**config.mk**
```make
export PLATFORM = sky130hd
export DESIGN_NAME = tetrisMenuOverlay
export DESIGN_NICKNAME = d
export VERILOG_FILES = /design/src/menuPkg.sv /design/src/oledPkg.sv /design/src/buttonPulse.sv /design/src/menuCursor.sv /design/src/menuRenderer.sv /design/src/tetrisMenuOverlay.sv
export SDC_FILE = /design/constraint.sdc
export NUM_CORES = 1
export LEC_CHECK = 0
export BUFFER_PORTS_ARGS = -buffer_cell sky130_fd_sc_hd__buf_2
export CELL_PAD_IN_SITES_DETAIL_PLACEMENT = 1
export CELL_PAD_IN_SITES_GLOBAL_PLACEMENT = 1
export CORE_ASPECT_RATIO = 0.5
export CORE_MARGIN = 3
export CORE_UTILIZATION = 47
export DETAILED_ROUTE_END_ITERATION = 12
export PLACE_DENSITY_LB_ADDON = 0.08
export SYNTH_ARGS = -nofsm -noshare
export SYNTH_HDL_FRONTEND = slang
export SYNTH_HIERARCHICAL = 1
export SYNTH_SLANG_ARGS = --single-unit
```
**constraint.sdc**
```tcl
create_clock -name clk -period 3.8 [get_ports clk]
set_clock_uncertainty 0.05 [all_clocks]
set_input_delay 0.76 -clock clk [delete_from_list [all_inputs] [get_ports clk]]
set_output_delay 0.76 -clock clk [all_outputs]
set_load 0.01 [all_outputs]
```
**src/menuPkg.sv**
```systemverilog
`default_nettype none

////////////////////////////////////////////////////////////////////////////
// restart prompt cursor and button handling
////////////////////////////////////////////////////////////////////////////

package menuPkg;

    // cursor position on the restart prompt
    // encoding follows the overlay select of the display mux
    typedef enum logic [1:0] {
        selNone = 2'd1,  // no highlight
        selYes  = 2'd2,  // box over YES
        selNo   = 2'd3   // box over NO, reset value
    } menuSelE;

    // left walks towards selNone, right towards selNo
    // both ends saturate

    ////////////////////////////////////////////////////////////////////////////
    // push buttons
    ////////////////////////////////////////////////////////////////////////////

    // cycles of a steady high level before a press counts
    localparam int debounceCycles = 4;

endpackage

`default_nettype wire

```
**src/oledPkg.sv**
```systemverilog
`default_nettype none

////////////////////////////////////////////////////////////////////////////
// panel geometry and pixel addressing
////////////////////////////////////////////////////////////////////////////

package oledPkg;

    // panel as mounted, before the rotation
    localparam int panelWidth = 96;      // columns
    localparam int panelHeight = 64;     // rows

    // driver scans index = row * panelWidth + col
    localparam int pixelIndexBits = 13;

    // rotated x runs 0..63, rotated y runs 0..95
    localparam int coordBits = 7;

    ////////////////////////////////////////////////////////////////////////////
    // RGB565 colours
    ////////////////////////////////////////////////////////////////////////////

    localparam logic [15:0] colourWhite = 16'hFFFF;
    localparam logic [15:0] colourBlack = 16'h0000;

    // index in, colour out, in clock cycles
    // one stage for the rotation, one for the glyph lookup
    localparam int renderLatency = 2;

endpackage

`default_nettype wire

```
**src/buttonPulse.sv**
```systemverilog
`timescale 1ns/10ps
`default_nettype none

// one push button in, one single-cycle pulse per press out
module buttonPulse (
    input  logic clk,
    input  logic arstN,
    input  logic btn,         // raw level from the pad
    output logic pressPulse
);

    localparam int cntBits = $clog2(menuPkg::debounceCycles + 1);
    localparam logic [cntBits-1:0] cntFull = cntBits'(menuPkg::debounceCycles);

    logic               syncA;
    logic               syncB;
    logic [cntBits-1:0] holdCnt;
    logic               stable;
    logic               stableD;

    // two flop synchroniser
    always_ff @(posedge clk or negedge arstN) begin
        if (!arstN) begin
            syncA <= 1'b0;
            syncB <= 1'b0;
        end else begin
            syncA <= btn;
            syncB <= syncA;
        end
    end

    // counts high cycles, saturates at full, drops to zero on any low
    always_ff @(posedge clk or negedge arstN) begin
        if (!arstN) begin
            holdCnt <= '0;
        end else if (!syncB) begin
            holdCnt <= '0;
        end else if (holdCnt != cntFull) begin
            holdCnt <= holdCnt + 1'b1;
        end
    end

    assign stable = (holdCnt == cntFull);

    // rising edge of the debounced level
    always_ff @(posedge clk or negedge arstN) begin
        if (!arstN) begin
            stableD    <= 1'b0;
            pressPulse <= 1'b0;
        end else begin
            stableD    <= stable;
            pressPulse <= stable && !stableD;
        end
    end

    // a held button must never repeat the pulse
    pulseSingle: assert property (@(posedge clk) disable iff (!arstN)
        pressPulse |=> !pressPulse);

endmodule

`default_nettype wire

```
**src/menuCursor.sv**
```systemverilog
`timescale 1ns/10ps
`default_nettype none

// cursor of the yes/no restart prompt plus the confirm decoder
module menuCursor (
    input  logic             clk,
    input  logic             arstN,
    input  logic             leftPulse,
    input  logic             rightPulse,
    input  logic             confirmPulse,
    input  logic             pause,
    output menuPkg::menuSelE cursor,
    output logic             restartReq,
    output logic             quitReq
);

    // one action per cycle, confirm first, then left over right
    typedef enum logic [1:0] {
        actHold,
        actLeft,
        actRight,
        actConfirm
    } cursorActE;

    cursorActE        action;
    menuPkg::menuSelE leftOf;
    menuPkg::menuSelE rightOf;

    always_comb begin
        if (pause) begin
            action = actHold;           // menu frozen while paused
        end else if (confirmPulse) begin
            action = actConfirm;
        end else if (leftPulse) begin
            action = actLeft;
        end else if (rightPulse) begin
            action = actRight;
        end else begin
            action = actHold;
        end
    end

    // saturating neighbours
    always_comb begin
        case (cursor)
            menuPkg::selYes: begin
                leftOf  = menuPkg::selNone;
                rightOf = menuPkg::selNo;
            end
            menuPkg::selNo: begin
                leftOf  = menuPkg::selYes;
                rightOf = menuPkg::selNo;
            end
            default: begin
                leftOf  = menuPkg::selNone;
                rightOf = menuPkg::selYes;
            end
        endcase
    end

    always_ff @(posedge clk or negedge arstN) begin
        if (!arstN) begin
            cursor     <= menuPkg::selNo;
            restartReq <= 1'b0;
            quitReq    <= 1'b0;
        end else begin
            restartReq <= (action == actConfirm) && (cursor == menuPkg::selYes);
            quitReq    <= (action == actConfirm) && (cursor == menuPkg::selNo);
            case (action)
                actLeft:    cursor <= leftOf;
                actRight:   cursor <= rightOf;
                actConfirm: cursor <= menuPkg::selNone;  // back to no highlight
                default:    cursor <= cursor;
            endcase
        end
    end

    cursorLegal: assert property (@(posedge clk) disable iff (!arstN)
        cursor inside {menuPkg::selNone, menuPkg::selYes, menuPkg::selNo});

    reqExclusive: assert property (@(posedge clk) disable iff (!arstN)
        !(restartReq && quitReq));

endmodule

`default_nettype wire

```
**src/menuRenderer.sv**
```systemverilog
`timescale 1ns/10ps
`default_nettype none

// pixel index to colour for the pause banner and the restart prompt
module menuRenderer (
    input  logic                                  clk,
    input  logic                                  arstN,
    input  logic [oledPkg::pixelIndexBits-1:0]    pixelIndex,
    input  logic                                  pause,
    input  menuPkg::menuSelE                      cursor,
    output logic [15:0]                           oledData
);

    localparam int cb = oledPkg::coordBits;

    logic [cb-1:0]    rowIdx;
    logic [cb-1:0]    colIdx;
    logic [cb-1:0]    xQ;
    logic [cb-1:0]    yQ;
    logic             pauseQ;
    menuPkg::menuSelE cursorQ;
    int               px;
    int               py;
    logic             pauseText;
    logic             overText;
    logic             restartText;
    logic             yesText;
    logic             noText;
    logic             arrow1;
    logic             arrow2;
    logic             box1;
    logic             box2;
    logic             lit;

    ////////////////////////////////////////////////////////////////////////////
    // stage 1 splits and rotates
    ////////////////////////////////////////////////////////////////////////////

    assign rowIdx = cb'(pixelIndex / oledPkg::panelWidth);
    assign colIdx = cb'(pixelIndex % oledPkg::panelWidth);

    always_ff @(posedge clk) begin
        xQ <= cb'(oledPkg::panelHeight - 1) - rowIdx;  // panel mounted rotated
        yQ <= colIdx;
    end

    // pause and cursor travel with their pixel
    always_ff @(posedge clk or negedge arstN) begin
        if (!arstN) begin
            pauseQ  <= 1'b0;
            cursorQ <= menuPkg::selNo;
        end else begin
            pauseQ  <= pause;
            cursorQ <= cursor;
        end
    end

    ////////////////////////////////////////////////////////////////////////////
    // 5x7 glyphs with dx/dy relative to the top left of the cell
    ////////////////////////////////////////////////////////////////////////////

    function automatic logic span(input int v, input int lo, input int hi);
        return (v >= lo) && (v <= hi);
    endfunction

    function automatic logic glyphG(input int dx, input int dy);
        return (dx == 0 && span(dy, 1, 6)) || ((dy == 0 || dy == 6) && span(dx, 1, 2))
            || ((dy == 1 || dy == 5) && dx == 3) || (dx == 4 && span(dy, 5, 6));
    endfunction

    function automatic logic glyphA(input int dx, input int dy);
        return (dx == 4 && span(dy, 0, 6)) || (dx == 0 && span(dy, 3, 6))
            || (dy == 3 && span(dx, 0, 4))
            || (dx == 3 && dy == 0) || (dx == 2 && dy == 1) || (dx == 1 && dy == 2);
    endfunction

    function automatic logic glyphM(input int dx, input int dy);
        return (span(dy, 0, 6) && (dx == 0 || dx == 4))
            || (dy == 1 && (dx == 1 || dx == 3)) || (dy == 2 && dx == 2);
    endfunction

    function automatic logic glyphE(input int dx, input int dy);
        return span(dy, 0, 6)
            && (dx == 0 || (span(dx, 1, 3) && (dy == 0 || dy == 3 || dy == 6)));
    endfunction

    function automatic logic glyphP(input int dx, input int dy);
        return (dx == 0 && span(dy, 0, 6)) || (span(dx, 1, 2) && (dy == 0 || dy == 3))
            || (dx == 3 && span(dy, 1, 2));
    endfunction

    function automatic logic glyphU(input int dx, input int dy);
        return ((dx == 0 || dx == 3) && span(dy, 0, 5)) || (span(dx, 1, 2) && dy == 6);
    endfunction

    function automatic logic glyphS(input int dx, input int dy);
        return (span(dx, 0, 3) && (dy == 0 || dy == 3 || dy == 6))
            || (dx == 0 && span(dy, 1, 2)) || (dx == 3 && span(dy, 4, 5));
    endfunction

    function automatic logic glyphD(input int dx, input int dy);
        return (dx == 0 && span(dy, 0, 6)) || (span(dx, 1, 2) && (dy == 0 || dy == 6))
            || (dx == 3 && span(dy, 1, 5));
    endfunction

    function automatic logic glyphO(input int dx, input int dy);
        return ((dx == 0 || dx == 4) && span(dy, 1, 5))
            || (span(dx, 1, 3) && (dy == 0 || dy == 6));
    endfunction

    function automatic logic glyphV(input int dx, input int dy);
        return ((dx == 0 || dx == 4) && span(dy, 0, 4))
            || ((dx == 1 || dx == 3) && dy == 5) || (dx == 2 && dy == 6);
    endfunction

    function automatic logic glyphR(input int dx, input int dy);
        return (dx == 0 && span(dy, 0, 6)) || (span(dx, 0, 2) && (dy == 0 || dy == 3))
            || (dx == 2 && span(dy, 1, 2))
            || (dx == 1 && dy == 4) || (dx == 2 && dy == 5) || (dx == 3 && dy == 6);
    endfunction

    function automatic logic glyphT(input int dx, input int dy);
        return (span(dx, 0, 4) && dy == 0) || (dx == 2 && span(dy, 0, 6));
    endfunction

    function automatic logic glyphQuery(input int dx, input int dy);
        return (dx == 0 && (dy == 0 || dy == 1 || dy == 3 || dy == 4 || dy == 6))
            || (span(dx, 1, 3) && (dy == 0 || dy == 3)) || (dx == 3 && span(dy, 1, 2));
    endfunction

    function automatic logic glyphBang(input int dx, input int dy);
        return dx == 0 && (span(dy, 0, 4) || dy == 6);
    endfunction

    function automatic logic glyphY(input int dx, input int dy);
        return (dy == 2 && span(dx, 0, 4)) || (span(dy, 0, 1) && (dx == 0 || dx == 4))
            || (dx == 2 && span(dy, 3, 6));
    endfunction

    function automatic logic glyphN(input int dx, input int dy);
        return ((dx == 0 || dx == 4) && span(dy, 0, 6))
            || (dx == 1 && dy == 2) || (dx == 2 && dy == 3) || (dx == 3 && dy == 4);
    endfunction

    // small right pointing triangle 4 wide and 5 tall
    function automatic logic glyphArrow(input int dx, input int dy);
        return (dx == 0 && span(dy, 0, 4)) || (dx == 1 && (dy == 0 || dy == 4))
            || (dx == 2 && (dy == 1 || dy == 3)) || (dx == 3 && dy == 2);
    endfunction

    ////////////////////////////////////////////////////////////////////////////
    // stage 2 hit test and colour
    ////////////////////////////////////////////////////////////////////////////

    assign px = int'(xQ);
    assign py = int'(yQ);

    assign pauseText = glyphG(px - 4, py - 45) || glyphA(px - 9, py - 45)
        || glyphM(px - 15, py - 45) || glyphE(px - 21, py - 45)
        || glyphP(px - 28, py - 45) || glyphA(px - 33, py - 45)
        || glyphU(px - 39, py - 45) || glyphS(px - 44, py - 45)
        || glyphE(px - 49, py - 45) || glyphD(px - 54, py - 45);

    assign overText = glyphG(px - 7, py - 17) || glyphA(px - 13, py - 17)
        || glyphM(px - 19, py - 17) || glyphE(px - 25, py - 17)
        || glyphO(px - 32, py - 17) || glyphV(px - 38, py - 17)
        || glyphE(px - 44, py - 17) || glyphR(px - 49, py - 17)
        || glyphBang(px - 55, py - 17);

    assign restartText = glyphR(px - 10, py - 41) || glyphE(px - 15, py - 41)
        || glyphS(px - 20, py - 41) || glyphT(px - 25, py - 41)
        || glyphA(px - 31, py - 41) || glyphR(px - 37, py - 41)
        || glyphT(px - 42, py - 41) || glyphQuery(px - 50, py - 41);

    assign yesText = glyphY(px - 27, py - 57) || glyphE(px - 33, py - 57)
        || glyphS(px - 38, py - 57);
    assign noText = glyphN(px - 27, py - 72) || glyphO(px - 33, py - 72);

    assign arrow1 = glyphArrow(px - 21, py - 58);
    assign arrow2 = glyphArrow(px - 21, py - 73);

    // inverted highlight with text and arrow cut out of the band
    assign box1 = span(py, 55, 65) && !yesText && !arrow1;
    assign box2 = span(py, 70, 80) && !noText && !arrow2;

    always_comb begin
        if (pauseQ) begin
            lit = pauseText;
        end else begin
            case (cursorQ)
                menuPkg::selYes: lit = overText || restartText || box1 || noText;
                menuPkg::selNo:  lit = overText || restartText || yesText || box2;
                default:         lit = overText || restartText || yesText || noText;
            endcase
        end
    end

    always_ff @(posedge clk or negedge arstN) begin
        if (!arstN) begin
            oledData <= oledPkg::colourBlack;
        end else begin
            oledData <= lit ? oledPkg::colourWhite : oledPkg::colourBlack;
        end
    end

    // cursor only matters while the prompt is shown
    cursorValid: assert property (@(posedge clk) disable iff (!arstN)
        !pause |-> cursor inside {menuPkg::selNone, menuPkg::selYes, menuPkg::selNo});

endmodule

`default_nettype wire

```
**src/tetrisMenuOverlay.sv**
```systemverilog
`timescale 1ns/10ps
`default_nettype none

// menu overlay of the game, buttons in, colour and requests out
module tetrisMenuOverlay (
    input  logic                               clk,
    input  logic                               arstN,
    input  logic                               btnL,
    input  logic                               btnR,
    input  logic                               btnC,
    input  logic                               pause,
    input  logic [oledPkg::pixelIndexBits-1:0] pixelIndex,
    output logic [15:0]                        oledData,
    output logic                               restartReq,
    output logic                               quitReq
);

    logic             leftPulse;
    logic             rightPulse;
    logic             confirmPulse;
    menuPkg::menuSelE cursor;

    ////////////////////////////////////////////////////////////////////////////
    // buttons
    ////////////////////////////////////////////////////////////////////////////

    buttonPulse uPulseL (
        .clk        (clk),
        .arstN      (arstN),
        .btn        (btnL),
        .pressPulse (leftPulse)
    );

    buttonPulse uPulseR (
        .clk        (clk),
        .arstN      (arstN),
        .btn        (btnR),
        .pressPulse (rightPulse)
    );

    buttonPulse uPulseC (
        .clk        (clk),
        .arstN      (arstN),
        .btn        (btnC),
        .pressPulse (confirmPulse)   // centre button confirms
    );

    ////////////////////////////////////////////////////////////////////////////
    // cursor and display
    ////////////////////////////////////////////////////////////////////////////

    menuCursor uCursor (
        .clk          (clk),
        .arstN        (arstN),
        .leftPulse    (leftPulse),
        .rightPulse   (rightPulse),
        .confirmPulse (confirmPulse),
        .pause        (pause),
        .cursor       (cursor),
        .restartReq   (restartReq),
        .quitReq      (quitReq)
    );

    menuRenderer uRenderer (
        .clk        (clk),
        .arstN      (arstN),
        .pixelIndex (pixelIndex),
        .pause      (pause),
        .cursor     (cursor),
        .oledData   (oledData)
    );

endmodule

`default_nettype wire

```
==> results of run 1 <==
per-layer routing:
layer  up-vias  track usage, %  routed length, um
met5         -               0                  0
met4         0           9.492                693
met3        64           7.660               2879
met2       481           55.42              12400
met1      3841           49.72              12990
li1       3388               -                  -
cells in the final DEF (no fill, tap or decap), types with 9 or more instances in the layout:
master	n
dfxtp_1	13
nor2b_1	19
nand4_1	15
a211o_1	10
a211oi_1	12
o21ai_1	11
dfrtp_1	25
nand3_1	30
o21ai_0	62
nand2_1	80
a31oi_1	28
buf_2	36
mux2i_1	9
buf_4	50
nor4_1	13
ha_1	46
nand2b_1	29
xnor2_1	13
nor2_1	59
a21oi_1	65
o211ai_1	16
nor3_1	28
inv_1	41
metrics by stage:
stage               hold slack, ns  utilization [%]
detailed placement          0.2887            52.46
global route                0.3045            53.87
CTS                         0.3025            53.74
global placement            0.2827            52.46
floorplan                   0.2812                -
finish                      0.3011            53.87
cells by family (layout without fill, tap and decap cells):
kind of cell / Yosys count / count (layout) / synth area share, %
AOI/OAI and AO/OA: 329 / 329 / 34.78
adders and majority gates: 47 / 47 / 8.855
DFF: 43 / 43 / 15.29
and+or+nand+nor: 328 / 328 / 26.32
muxes: 10 / 10 / 1.570
buffers and inverters: 132 / 138 / 9.915
xor gates and xnor gates: 23 / 23 / 3.273
flip-flops by register name, indices dropped and copies added (netlist names), 2 cells and up:
name and cells:
uPulseL/holdCnt 3, uRenderer/xQ 7, uRenderer/yQ 7, uPulseR/holdCnt 3, uPulseC/holdCnt 3, uCursor/cursor 2
uRenderer/cursorQ 2
area by class of cell:
class                   instances  share of cell area (%)
flip-flops and latches         43                   14.23
clock buffers                   5                   1.759
multi-input cells             737                   69.96
repair buffers                 86                   7.809
well taps                     186                   3.271
clock inverters                 3                  0.6155
inverters                      44                   2.357
repair_timing:
| action | CTS | global route |
|---|---|---|
| hold endpoints to repair | 0 | 0 |
| setup endpoints to repair | 0 | 1 |
| resized for setup | 0 | 2 |
final timing paths:
path	slack [ns]	startpoint	to
max	0.22	uRenderer/xQ[2]	uRenderer/oledData[14]
min	0.30	uPulseL/syncA	uPulseL/syncB
max reg2reg	0.22	uRenderer/xQ[2]	uRenderer/oledData[14]
min reg2reg	0.30	uPulseL/syncA	uPulseL/syncB
max in group asynchronous	2.81	arstN	uPulseC/stableD
min in group asynchronous	0.45	arstN	uPulseR/holdCnt[0]
critical path, cell delays in order, from the launching register on:
cell,delay [ns]
dfxtp_1,0.34
inv_1,0.34
ha_1,0.37
a21boi_2,0.42
a21oi_1,0.19
o211a_1,0.25
o21bai_1,0.15
buf_4,0.18
o32a_1,0.16
a31oi_1,0.16
a221o_1,0.34
nor4_1,0.34
a31oi_1,0.13
report_power, final:
group	internal, mW	switching [mW]
Clock	0.311	0.202
Sequential	0.513	0.0798
Combinational	0.472	0.951
Total	1.30	1.23
==> summary.md, run 1 <==
| Metric | Value |
|---|---|
| Starting DRT DRC Count | `~1,300` |
| Number of max-cap violations | `0` |
| Crit end category | `flip-flop` |
| Worst EP arrival | `approximately 3.7 ns` |
| Syn Inst Count | `around 900` |
| Layout Nets | `982` |
| Synth cell types | `97` |
| Worst IR Drop VDD | `between 0.0002 and 0.00025 V` |
| Sink Count | `43` |
| Die X | `approximately 170 um` |
| Yosys warning count | `6` |
| Average wire per standard cell | `around 26 um` |
| P_leak | `around 2.8 nW` |
| Die area | `about 0.016 mm2` |
| Relative slew slack | `41.82%` |
| Clock slew at reported path FFs | `about 0.080 ns` |
| Pwr/cell area | `roughly 360 mW/mm2` |
| Hold Buf Count CTS | `0` |
| PortBufs | `36` |
| First-pass GRT wire length | `44.37 mm` |
| CORE AREA | `between 0.01 and 0.015 mm2` |
| WP data required | `between 3 and 4 ns` |
| Ant diodes | `0` |
| Setup Slack @ Placement | `around 0.11 ns` |
| CTS tree | `yes` |
| Initial antenna violation count | `1` |
| Final HPWL DP | `22.06 mm` |
| Num CTS Buffers | `5` |
| Post-synth net total | `between 900 and 1,000` |
| Post-route insts no fill | `roughly 1,100` |
| Max Slew Vio Count | `0` |
| H-tree levels | `2` |
| Worst setup margin | `0.2221 ns` |
| Worst setup SP type | `flip-flop` |
| Final setup fails | `0` |
| Fill cells | `1,755` |
| #FFs+latches synth | `between 40 and 50` |
| Reg2Reg Depth | `12` |
| Vias in the first global route | `7,514` |
| Number of enable flip-flop cells after synthesis | `0` |
| Largest net degree at the start of global routing | `31` |
| Via density | `just over 7` |
| Clk buf depth | `2` |
| Mapped Area | `~0.0066 mm2` |
| DR vias | `between 7,000 and 8,000` |
| Status | `completed` |
| Starting Density | `between 50% and 60%` |
| Count leader, synth | `nand2_1` |
| Final Hold Violating Endpoints | `0` |
| Mean Syn Cell Area | `approximately 7.3 um2` |
| Post-synth top area share | `a little under a tenth` |
| Slew @ Worst Pin | `0.8674 ns` |
| Layout cells sized above 1 | `14.71%` |
| Fin area | `between 0.007 and 0.008 mm2` |
| Post-synth ARST share | `67.44%` |
| Synth-to-layout area growth | `7.587%` |
| I/O pin count | `37` |
| Grt ovf | `0` |
| Clock root buffer | `clkbuf_16` |
| Final min period | `roughly 3.6 ns` |
| Post-synth top cells | `nand2_1 (80), a21oi_1 (65), o21ai_0 (62)` |
| Row count | `29` |
| Hold path cells | `0` |
| RSZ-0062 raised after global routing | `no` |
| Most used DFF post-synth | `dfrtp_1` |
| Top cell type by total area after synthesis | `dfrtp_1` |
| Register area share after synthesis | `15.29%` |
| Placed Area | `around 0.0069 mm2` |
| Antenna Nets Post-Route | `0` |
| Footprint of the multi-input gates | `roughly 0.005 mm2` |
| Final WL | `28.97 mm` |
| Kind of critical path | `reg -> reg` |
| CP max FO | `8` |
| Register area | `~0.0010 mm2` |
| DRC viols | `0` |
| Total power | `2.529 mW` |
| Die height | `roughly 90 um` |
| HP Class | `reg -> reg` |
| Period utilization | `a little over nine tenths` |
| RD Place Congestion | `between 1 and 1.5` |
| Ranking of synthesized cells by area | `dfrtp_1 (9.5%), ha_1 (8.7%), a21oi_1 (4.9%), o21ai_0 (4.7%), nand2_1 (4.5%)` |
| Dpl cells | `between 1,000 and 1,500` |
| Setup TNS | `0 ns` |
| Total track usage | `between 30% and 40%` |
| Post CTS Setup Buffer Count | `0` |
| Worst-Skew Late Latency | `between 0.2 and 0.3 ns` |
| DR pass1 iterations | `7` |
| F_max | `between 200 and 300 MHz` |
Power figures use the tool's default switching activity.
==> run 2, diff against run 1 <==
--- a/config.mk
+++ b/config.mk
@@ -14,4 +14,5 @@
 export DETAILED_ROUTE_END_ITERATION = 12
 export PLACE_DENSITY_LB_ADDON = 0.08
+export SLEW_MARGIN = 10
 export SYNTH_ARGS = -nofsm -noshare
 export SYNTH_HDL_FRONTEND = slang
==> constraint.sdc (replaced) <==
create_clock -name clk -period 3.8 [get_ports clk]
set_clock_uncertainty 0.05 [all_clocks]
set_input_delay 0.57 -clock clk [delete_from_list [all_inputs] [get_ports clk]]
set_output_delay 0.57 -clock clk [all_outputs]
set_load 0.01 [all_outputs]
==> summary.md, run 2 (synthesis results as in run 1) <==
| Metric | Value |
|---|---|
| Setup TNS | `0 ns (unchanged)` |
| Via density | `7.031 (was 7.042)` |
| CORE AREA | `0.01321 mm2 (unchanged)` |
| DR pass1 iterations | `6 (was 7)` |
| Commonest non-fill, non-tap cell in the layout | `nand2_1 (unchanged)` |
| DR vias | `7,713 (was 7,774)` |
| Grt ovf | `0 (unchanged)` |
| Vias in the first global route | `7,436 (was 7,514)` |
| Worst path slowest cell | `a2111oi_2 (was a21boi_2)` |
| FF-to-FF End | `uRenderer/oledData[14] (unchanged)` |
| Average wire per standard cell | `25.77 um (was 26.24 um)` |
| Die height | `89.88 um (unchanged)` |
| Total track usage | `34.99% (was 35.54%)` |
| Antenna Nets Post-Route | `0 (unchanged)` |
| First-pass GRT wire length | `44.08 mm (was 44.37 mm)` |
| Reg2Reg Depth | `10 (was 12)` |
| Worst setup SP type | `flip-flop (unchanged)` |
| Met3 WL post-DR | `3.287 mm (was 2.879 mm)` |
| Max Slew Vio Count | `0 (unchanged)` |
| Worst-Skew Late Latency | `0.29 ns (about the same)` |
| Worst EP arrival | `3.80 ns (was 3.69 ns)` |
| Number of max-cap violations | `0 (unchanged)` |
| Final min period | `3.626 ns (was 3.578 ns)` |
| Clk buf depth | `2 (unchanged)` |
| Max layer used | `met5 (was met4)` |
| WP data required | `3.97 ns (was 3.91 ns)` |
| Period utilization | `95.43% (was 94.15%)` |
| Relative slew slack | `23.60% (was 41.82%)` |
| Layout Nets | `975 (was 982)` |
| Top Registers | `uRenderer/xQ: 7 flops, uRenderer/yQ: 7 flops (unchanged)` |
| Clock slew at reported path FFs | `0.08 ns (about the same)` |
| Reg2Reg Setup Slack | `0.17 ns (was 0.22 ns)` |
| Final Hold Violating Endpoints | `0 (unchanged)` |
| Most frequent cells in the layout | `nand2_1 (80), a21oi_1 (65), o21ai_0 (62) (unchanged)` |
| Hold Buf Count CTS | `0 (unchanged)` |
| Synth-to-layout area growth | `6.793% (was 7.587%)` |
| Total power | `2.518 mW (was 2.529 mW)` |
| CTS tree | `yes (unchanged)` |
| Crit end category | `flip-flop (unchanged)` |
| CP max FO | `18 (was 8)` |
| Slew @ Worst Pin | `1.136 ns (was 0.8674 ns)` |
| Die area | `0.01562 mm2 (unchanged)` |
| Die X | `173.7 um (unchanged)` |
| Largest net degree at the start of global routing | `30 (was 31)` |
| Starting DRT DRC Count | `1,252 (was 1,323)` |
| Final WL | `28.27 mm (was 28.97 mm)` |
| F_max | `275.8 MHz (was 279.5 MHz)` |
| Sink Count | `43 (unchanged)` |
| Pwr/cell area | `356.6 mW/mm2 (was 355.5 mW/mm2)` |
| HP Class | `in -> async (was reg -> reg)` |
| Critical path, cell by cell | `buf_4 > ha_1 > a21o_1 > nand2_1 > a2111oi_2 > nand3_1 > o21a_1 > o221ai_1 > a211oi_1 > a31oi_1 (was inv_1 > ha_1 > a21boi_2 > a21oi_1 > o211a_1 > o21bai_1 > buf_4 > o32a_1 > a31oi_1 > a221o_1 > nor4_1 > a31oi_1)` |
| H-tree levels | `2 (unchanged)` |
| Met2 Wirelength | `11.85 mm (was 12.40 mm)` |
| Final setup fails | `0 (unchanged)` |
| RSZ-0062 raised after global routing | `no (unchanged)` |
| Clock root buffer | `clkbuf_16 (unchanged)` |
| Row count | `29 (unchanged)` |
| Initial antenna violation count | `1 (unchanged)` |
| P_leak | `2.804 nW (was 2.841 nW)` |
| Reg-to-Reg Start | `uRenderer/xQ[1] (was uRenderer/xQ[2])` |
| Final HPWL DP | `21.26 mm (was 22.06 mm)` |
| Routed length on met1 | `12.21 mm (was 12.99 mm)` |
| Status | `completed (unchanged)` |
| I/O pin count | `37 (unchanged)` |
| Ant diodes | `0 (unchanged)` |
| Starting Density | `50.07% (unchanged)` |
| RD Place Congestion | `1.046 (was 1.065)` |
| DRC viols | `0 (unchanged)` |
| Kind of critical path | `reg -> reg (unchanged)` |
| Layout cells sized above 1 | `14.05% (was 14.71%)` |
| CP max stage delay | `0.79 ns (was 0.42 ns)` |
| Worst IR Drop VDD | `0.0001857 V (was 0.0002172 V)` |
| PortBufs | `36 (unchanged)` |
| Num CTS Buffers | `5 (unchanged)` |
==> run 2: worst max path at each step <==
| stage | from | to | slack [ns] | cells past startpoint |
|---|---|---|---|---|
| 2_1_floorplan | uRenderer/yQ[2] | uRenderer/oledData[14] | 0.64 | 13 |
| 3_3_place_gp | uRenderer/xQ[1] | uRenderer/oledData[14] | 0.27 | 11 |
| 3_5_place_dp | uRenderer/xQ[1] | uRenderer/oledData[14] | 0.23 | 11 |
| 4_1_cts | uRenderer/xQ[1] | uRenderer/oledData[14] | 0.21 | 11 |
| 5_1_grt | uRenderer/xQ[1] | uRenderer/oledData[14] | 0.13 | 11 |
| 6_report | uRenderer/xQ[1] | uRenderer/oledData[14] | 0.17 | 10 |
==> run 2: report_power, final <==
part	leakage [nW]	internal (mW)	switching [mW]	total (mW)
Clock	0.0838	0.311	0.206	0.516
Sequential	0.484	0.513	0.0671	0.580
Combinational	2.24	0.459	0.963	1.42
Total	2.80	1.28	1.24	2.52
==> run 2: critical path, delay by kind of cell (launching register included) <==
family          cells  cell delay (ns)
fa+ha+maj           1             0.70
compound gates      6             1.73
buf+inv             1             0.26
flops               1             0.35
simple gates        2             0.42
==> run 2: routing by layer <==
metal | track usage [%] | vias up
met4 | 11.36 | 2
li1 | - | 3387
met5 | 0 | -
met2 | 52.56 | 504
met1 | 49.21 | 3722
met3 | 8.418 | 98
==> run 2: area by class of cell <==
| type | count | area, um2 |
|---|---|---|
| well taps | 186 | 232.7 |
| repair buffers | 79 | 503.0 |
| clock buffers | 5 | 125.1 |
| clock inverters | 3 | 43.79 |
| inverters | 44 | 167.7 |
| flip-flops and latches | 43 | 1012 |
| multi-input cells | 737 | 4977 |
| fillers | 1755 | 6146 |
==> run 2: through the flow <==
step / setup slack (ns) / hold slack (ns) / cell area, um2 / std cells / util [%]
after floorplan: 0.6431 / 0.2244 / 6613 / 912 / -
after global placement: 0.2695 / 0.2832 / 6877 / 1089 / 52.07
after detailed placement: 0.2334 / 0.2893 / 6877 / 1089 / 52.07
after CTS: 0.2080 / 0.2593 / 7046 / 1097 / 53.34
after global routing: 0.1253 / 0.2835 / 7062 / 1097 / 53.47
final: 0.1737 / 0.2442 / 7062 / 1097 / 53.47
==> run 2: timing repair <==
item,in CTS,in global routing
gates resized for setup,0,2
endpoints found under the setup margin,0,1
hold endpoints to repair,0,0
setup buffers,0,0
==> run 3, diff against run 2 <==
- SYNTH_HIERARCHICAL: 1 -> default
==> summary.md, run 3 <==
| Metric | Value |
|---|---|
| Final WL | `28.31 mm (was 28.27 mm)` |
| Setup TNS | `0 ns (unchanged)` |
| DR vias | `7,634 (was 7,713)` |
| Number of enable flip-flop cells after synthesis | `0 (unchanged)` |
| Post-synth top cells | `nand2_1 (93), o21ai_0 (68), nor2_1 (60) (was nand2_1 (80), a21oi_1 (65), o21ai_0 (62))` |
| Combinational family with the most area after synthesis | `compound AO/OA/AOI/OAI gates (unchanged)` |
| Mean Syn Cell Area | `7.138 um2 (was 7.251 um2)` |
| Compound-Gate Fraction of Synth Area | `33.11% (was 34.78%)` |
| Setup Slack @ Placement | `0.3367 ns (was 0.2334 ns)` |
| CTS tree | `yes (unchanged)` |
| Critical path, cell by cell | `inv_1 > ha_1 > xor2_2 > buf_4 > or3_1 > and4_1 > a31o_2 > nor4_1 > nand4_1 > nor4b_2 > a32oi_1 (was buf_4 > ha_1 > a21o_1 > nand2_1 > a2111oi_2 > nand3_1 > o21a_1 > o221ai_1 > a211oi_1 > a31oi_1)` |
| Starting DRT DRC Count | `1,053 (was 1,252)` |
| Layout cells sized above 1 | `13.43% (was 14.05%)` |
| Yosys warning count | `0 (was 6)` |
| Worst IR Drop VDD | `0.0002135 V (was 0.0001857 V)` |
| Final Hold Violating Endpoints | `0 (unchanged)` |
| Number of max-cap violations | `0 (unchanged)` |
| Max Slew Vio Count | `0 (unchanged)` |
| Hold Buf Count CTS | `0 (unchanged)` |
| Grt ovf | `0 (unchanged)` |
| DR pass1 iterations | `8 (was 6)` |
| Die height | `89.09 um (was 89.88 um)` |
| Clock root buffer | `clkbuf_16 (unchanged)` |
| Post-CTS Resized | `0 (unchanged)` |
| Top Registers | `uRenderer.xQ: 7 flops, uRenderer.yQ: 7 flops (was uRenderer/xQ: 7 flops, uRenderer/yQ: 7 flops)` |
| Top cell type by total area after synthesis | `dfrtp_1 (unchanged)` |
| Average wire per standard cell | `26.07 um (was 25.77 um)` |
| Ranking of synthesized cells by area | `dfrtp_1 (9.6%), ha_1 (8.9%), nand2_1 (5.4%), o21ai_0 (5.2%), dfxtp_1 (4.3%) (was dfrtp_1 (9.5%), ha_1 (8.7%), a21oi_1 (4.9%), o21ai_0 (4.7%), nand2_1 (4.5%))` |
| Fill cells | `1,725 (was 1,755)` |
| Final setup fails | `0 (unchanged)` |
| Row count | `29 (unchanged)` |
| Starting Density | `49.67% (was 50.07%)` |
| Final min period | `3.600 ns (was 3.626 ns)` |
| Register area share after synthesis | `15.58% (was 15.29%)` |
| Pwr/cell area | `354.6 mW/mm2 (was 356.6 mW/mm2)` |
| Post CTS Setup Buffer Count | `0 (unchanged)` |
| Post-synthesis mux area share | `1.948% (was 1.570%)` |
| Crit end category | `flip-flop (unchanged)` |
| Post-synth top area share | `9.641% (was 9.461%)` |
| Post-Synth XOR/XNOR Area | `4.049% (was 3.273%)` |
| Most used DFF post-synth | `dfrtp_1 (unchanged)` |
| Worst EP arrival | `3.71 ns (was 3.80 ns)` |
| CP startpoint | `uRenderer.yQ[1] (was uRenderer/xQ[1])` |
| Clock slew at reported path FFs | `0.07 ns (was 0.08 ns)` |
| Sink Count | `43 (unchanged)` |
| PortBufs | `36 (unchanged)` |
| Relative slew slack | `23.28% (was 23.60%)` |
| Reg-to-Reg Start | `uRenderer.yQ[1] (was uRenderer/xQ[1])` |
| Num CTS Buffers | `5 (unchanged)` |
| Most frequent cells in the layout | `nand2_1 (93), o21ai_0 (67), nor2_1 (60) (was nand2_1 (80), a21oi_1 (65), o21ai_0 (62))` |
| Post-synth ARST share | `67.44% (unchanged)` |
| Synth-to-layout area growth | `7.945% (was 6.793%)` |
| Slew @ Worst Pin | `1.143 ns (was 1.136 ns)` |
| CP max FO | `11 (was 18)` |
| Final HPWL DP | `21.47 mm (was 21.26 mm)` |
| Count leader, synth | `nand2_1 (unchanged)` |
| Total track usage | `37.25% (was 34.99%)` |
| DRC viols | `0 (unchanged)` |
| Worst hold slack | `0.2417 ns (was 0.2442 ns)` |
| CP max stage delay | `0.48 ns (was 0.79 ns)` |
| Vias in the first global route | `7,486 (was 7,436)` |
| Post-Synth Simple-Gate Area | `26.88% (was 26.32%)` |
| Reg2Reg Setup Slack | `0.20 ns (was 0.17 ns)` |
| Post-synth net total | `974 (was 977)` |
| Worst path slowest cell | `ha_1 (was a2111oi_2)` |
| Initial antenna violation count | `1 (unchanged)` |
| Largest net degree at the start of global routing | `30 (unchanged)` |
| Kind of critical path | `reg -> reg (unchanged)` |
| Worst setup SP type | `flip-flop (unchanged)` |
| Antenna Nets Post-Route | `0 (unchanged)` |
| CORE AREA | `0.01306 mm2 (was 0.01321 mm2)` |
| WP data required | `3.91 ns (was 3.97 ns)` |
| Worst-Skew Late Latency | `0.30 ns (was 0.29 ns)` |
| Via density | `7.029 (was 7.031)` |
| Ant diodes | `0 (unchanged)` |
| Mapped Area | `0.006489 mm2 (was 0.006613 mm2)` |
| HP Class | `in -> async (unchanged)` |
| First-pass GRT wire length | `43.84 mm (was 44.08 mm)` |
| Syn Inst Count | `909 (was 912)` |
| Placed Area | `0.006828 mm2 (was 0.006877 mm2)` |
| Commonest non-fill, non-tap cell in the layout | `nand2_1 (unchanged)` |
| Post-synthesis adder-cell area fraction | `9.217% (was 8.855%)` |
| I/O pin count | `37 (unchanged)` |
| Layout Nets | `980 (was 975)` |
| P_leak | `2.778 nW (was 2.804 nW)` |
| #FFs+latches synth | `43 (unchanged)` |
| Reg2Reg Depth | `11 (was 10)` |
| Die X | `172.2 um (was 173.7 um)` |
| Status | `completed (unchanged)` |
| RD Place Congestion | `1.058 (was 1.046)` |
| Period utilization | `94.73% (was 95.43%)` |
| Die area | `0.01534 mm2 (was 0.01562 mm2)` |
| Fin area | `0.007004 mm2 (was 0.007062 mm2)` |
| F_max | `277.8 MHz (was 275.8 MHz)` |
| H-tree levels | `2 (unchanged)` |
| FF-to-FF End | `uRenderer.oledData[14] (was uRenderer/oledData[14])` |
| Clk buf depth | `2 (unchanged)` |
| RSZ-0062 raised after global routing | `no (unchanged)` |
| Worst setup margin | `0.2002 ns (was 0.1737 ns)` |
| Worst setup path end | `uRenderer.oledData[14] (was uRenderer/oledData[14])` |
| Synth cell types | `93 (was 97)` |
## run 3: power by group
| part | total [mW] | internal (mW) | switching (mW) |
|---|---|---|---|
| combinational | 1.39 | 0.453 | 0.937 |
| sequential | 0.573 | 0.513 | 0.0607 |
| clock | 0.521 | 0.313 | 0.207 |
## run 3: how the worst min path moves through the flow
stage                   from               to  slack [ns]  depth (start not counted)
3_3_place_gp   uPulseC.syncA    uPulseC.syncB        0.29                          0
4_1_cts                arstN    uPulseL.syncB        0.26                          1
2_1_floorplan          arstN  uCursor.quitReq        0.22                          0
5_1_grt                arstN    uPulseL.syncA        0.28                          1
6_report               arstN    uPulseL.syncB        0.24                          1
3_5_place_dp   uPulseR.syncA    uPulseR.syncB        0.29                          0
## run 3: worst max-delay path: cells and delay by family, from the launching register on
| family | cells | cell delay (ns) |
|---|---|---|
| buffers and inverters | 2 | 0.49 |
| flip-flops | 1 | 0.37 |
| AO/OA/AOI/OAI | 2 | 0.32 |
| AND/OR/NAND/NOR | 5 | 1.41 |
| XOR/XNOR | 1 | 0.31 |
| adder cells (fa/ha/maj) | 1 | 0.48 |
## run 3: per-layer routing
layer / routed length [um] / GRT usage, % / vias up
met3: 3328 / 11.84 / 101
li1: - / - / 3364
met1: 12260 / 50.12 / 3691
met5: 0 / 0 / -
met2: 11850 / 57.74 / 478
met4: 862 / 11.01 / 0
## run 3: cells by family (layout without fill, tap and decap cells)
group	Yosys count	after routing
compound gates	306	306
xor+xnor	30	30
fa+ha+maj	48	48
buf+inv	129	136
flops	43	43
mux	12	12
simple gates	341	341
## run 3: cell type report
cell class              instances  area (um2)  share of cell area, %
inverters                      43       161.4                  2.304
repair buffers                 85       548.0                  7.824
flip-flops and latches         43        1011                  14.43
multi-input cells             737        4900                  69.95
well taps                     170       212.7                  3.037
clock inverters                 3       46.29                 0.6610
clock buffers                   5       125.1                  1.786
## run 3: per-stage QoR
| step | util, % | total power, mW | cells |
|---|---|---|---|
| 5_1_grt | 53.62 | 2.611 | 1086 |
| 6_report | 53.62 | 2.484 | 1086 |
| 2_1_floorplan | - | 1.451 | 909 |
| 3_5_place_dp | 52.27 | 1.900 | 1078 |
| 4_1_cts | 53.58 | 2.426 | 1086 |
| 3_3_place_gp | 52.27 | 1.866 | 1078 |
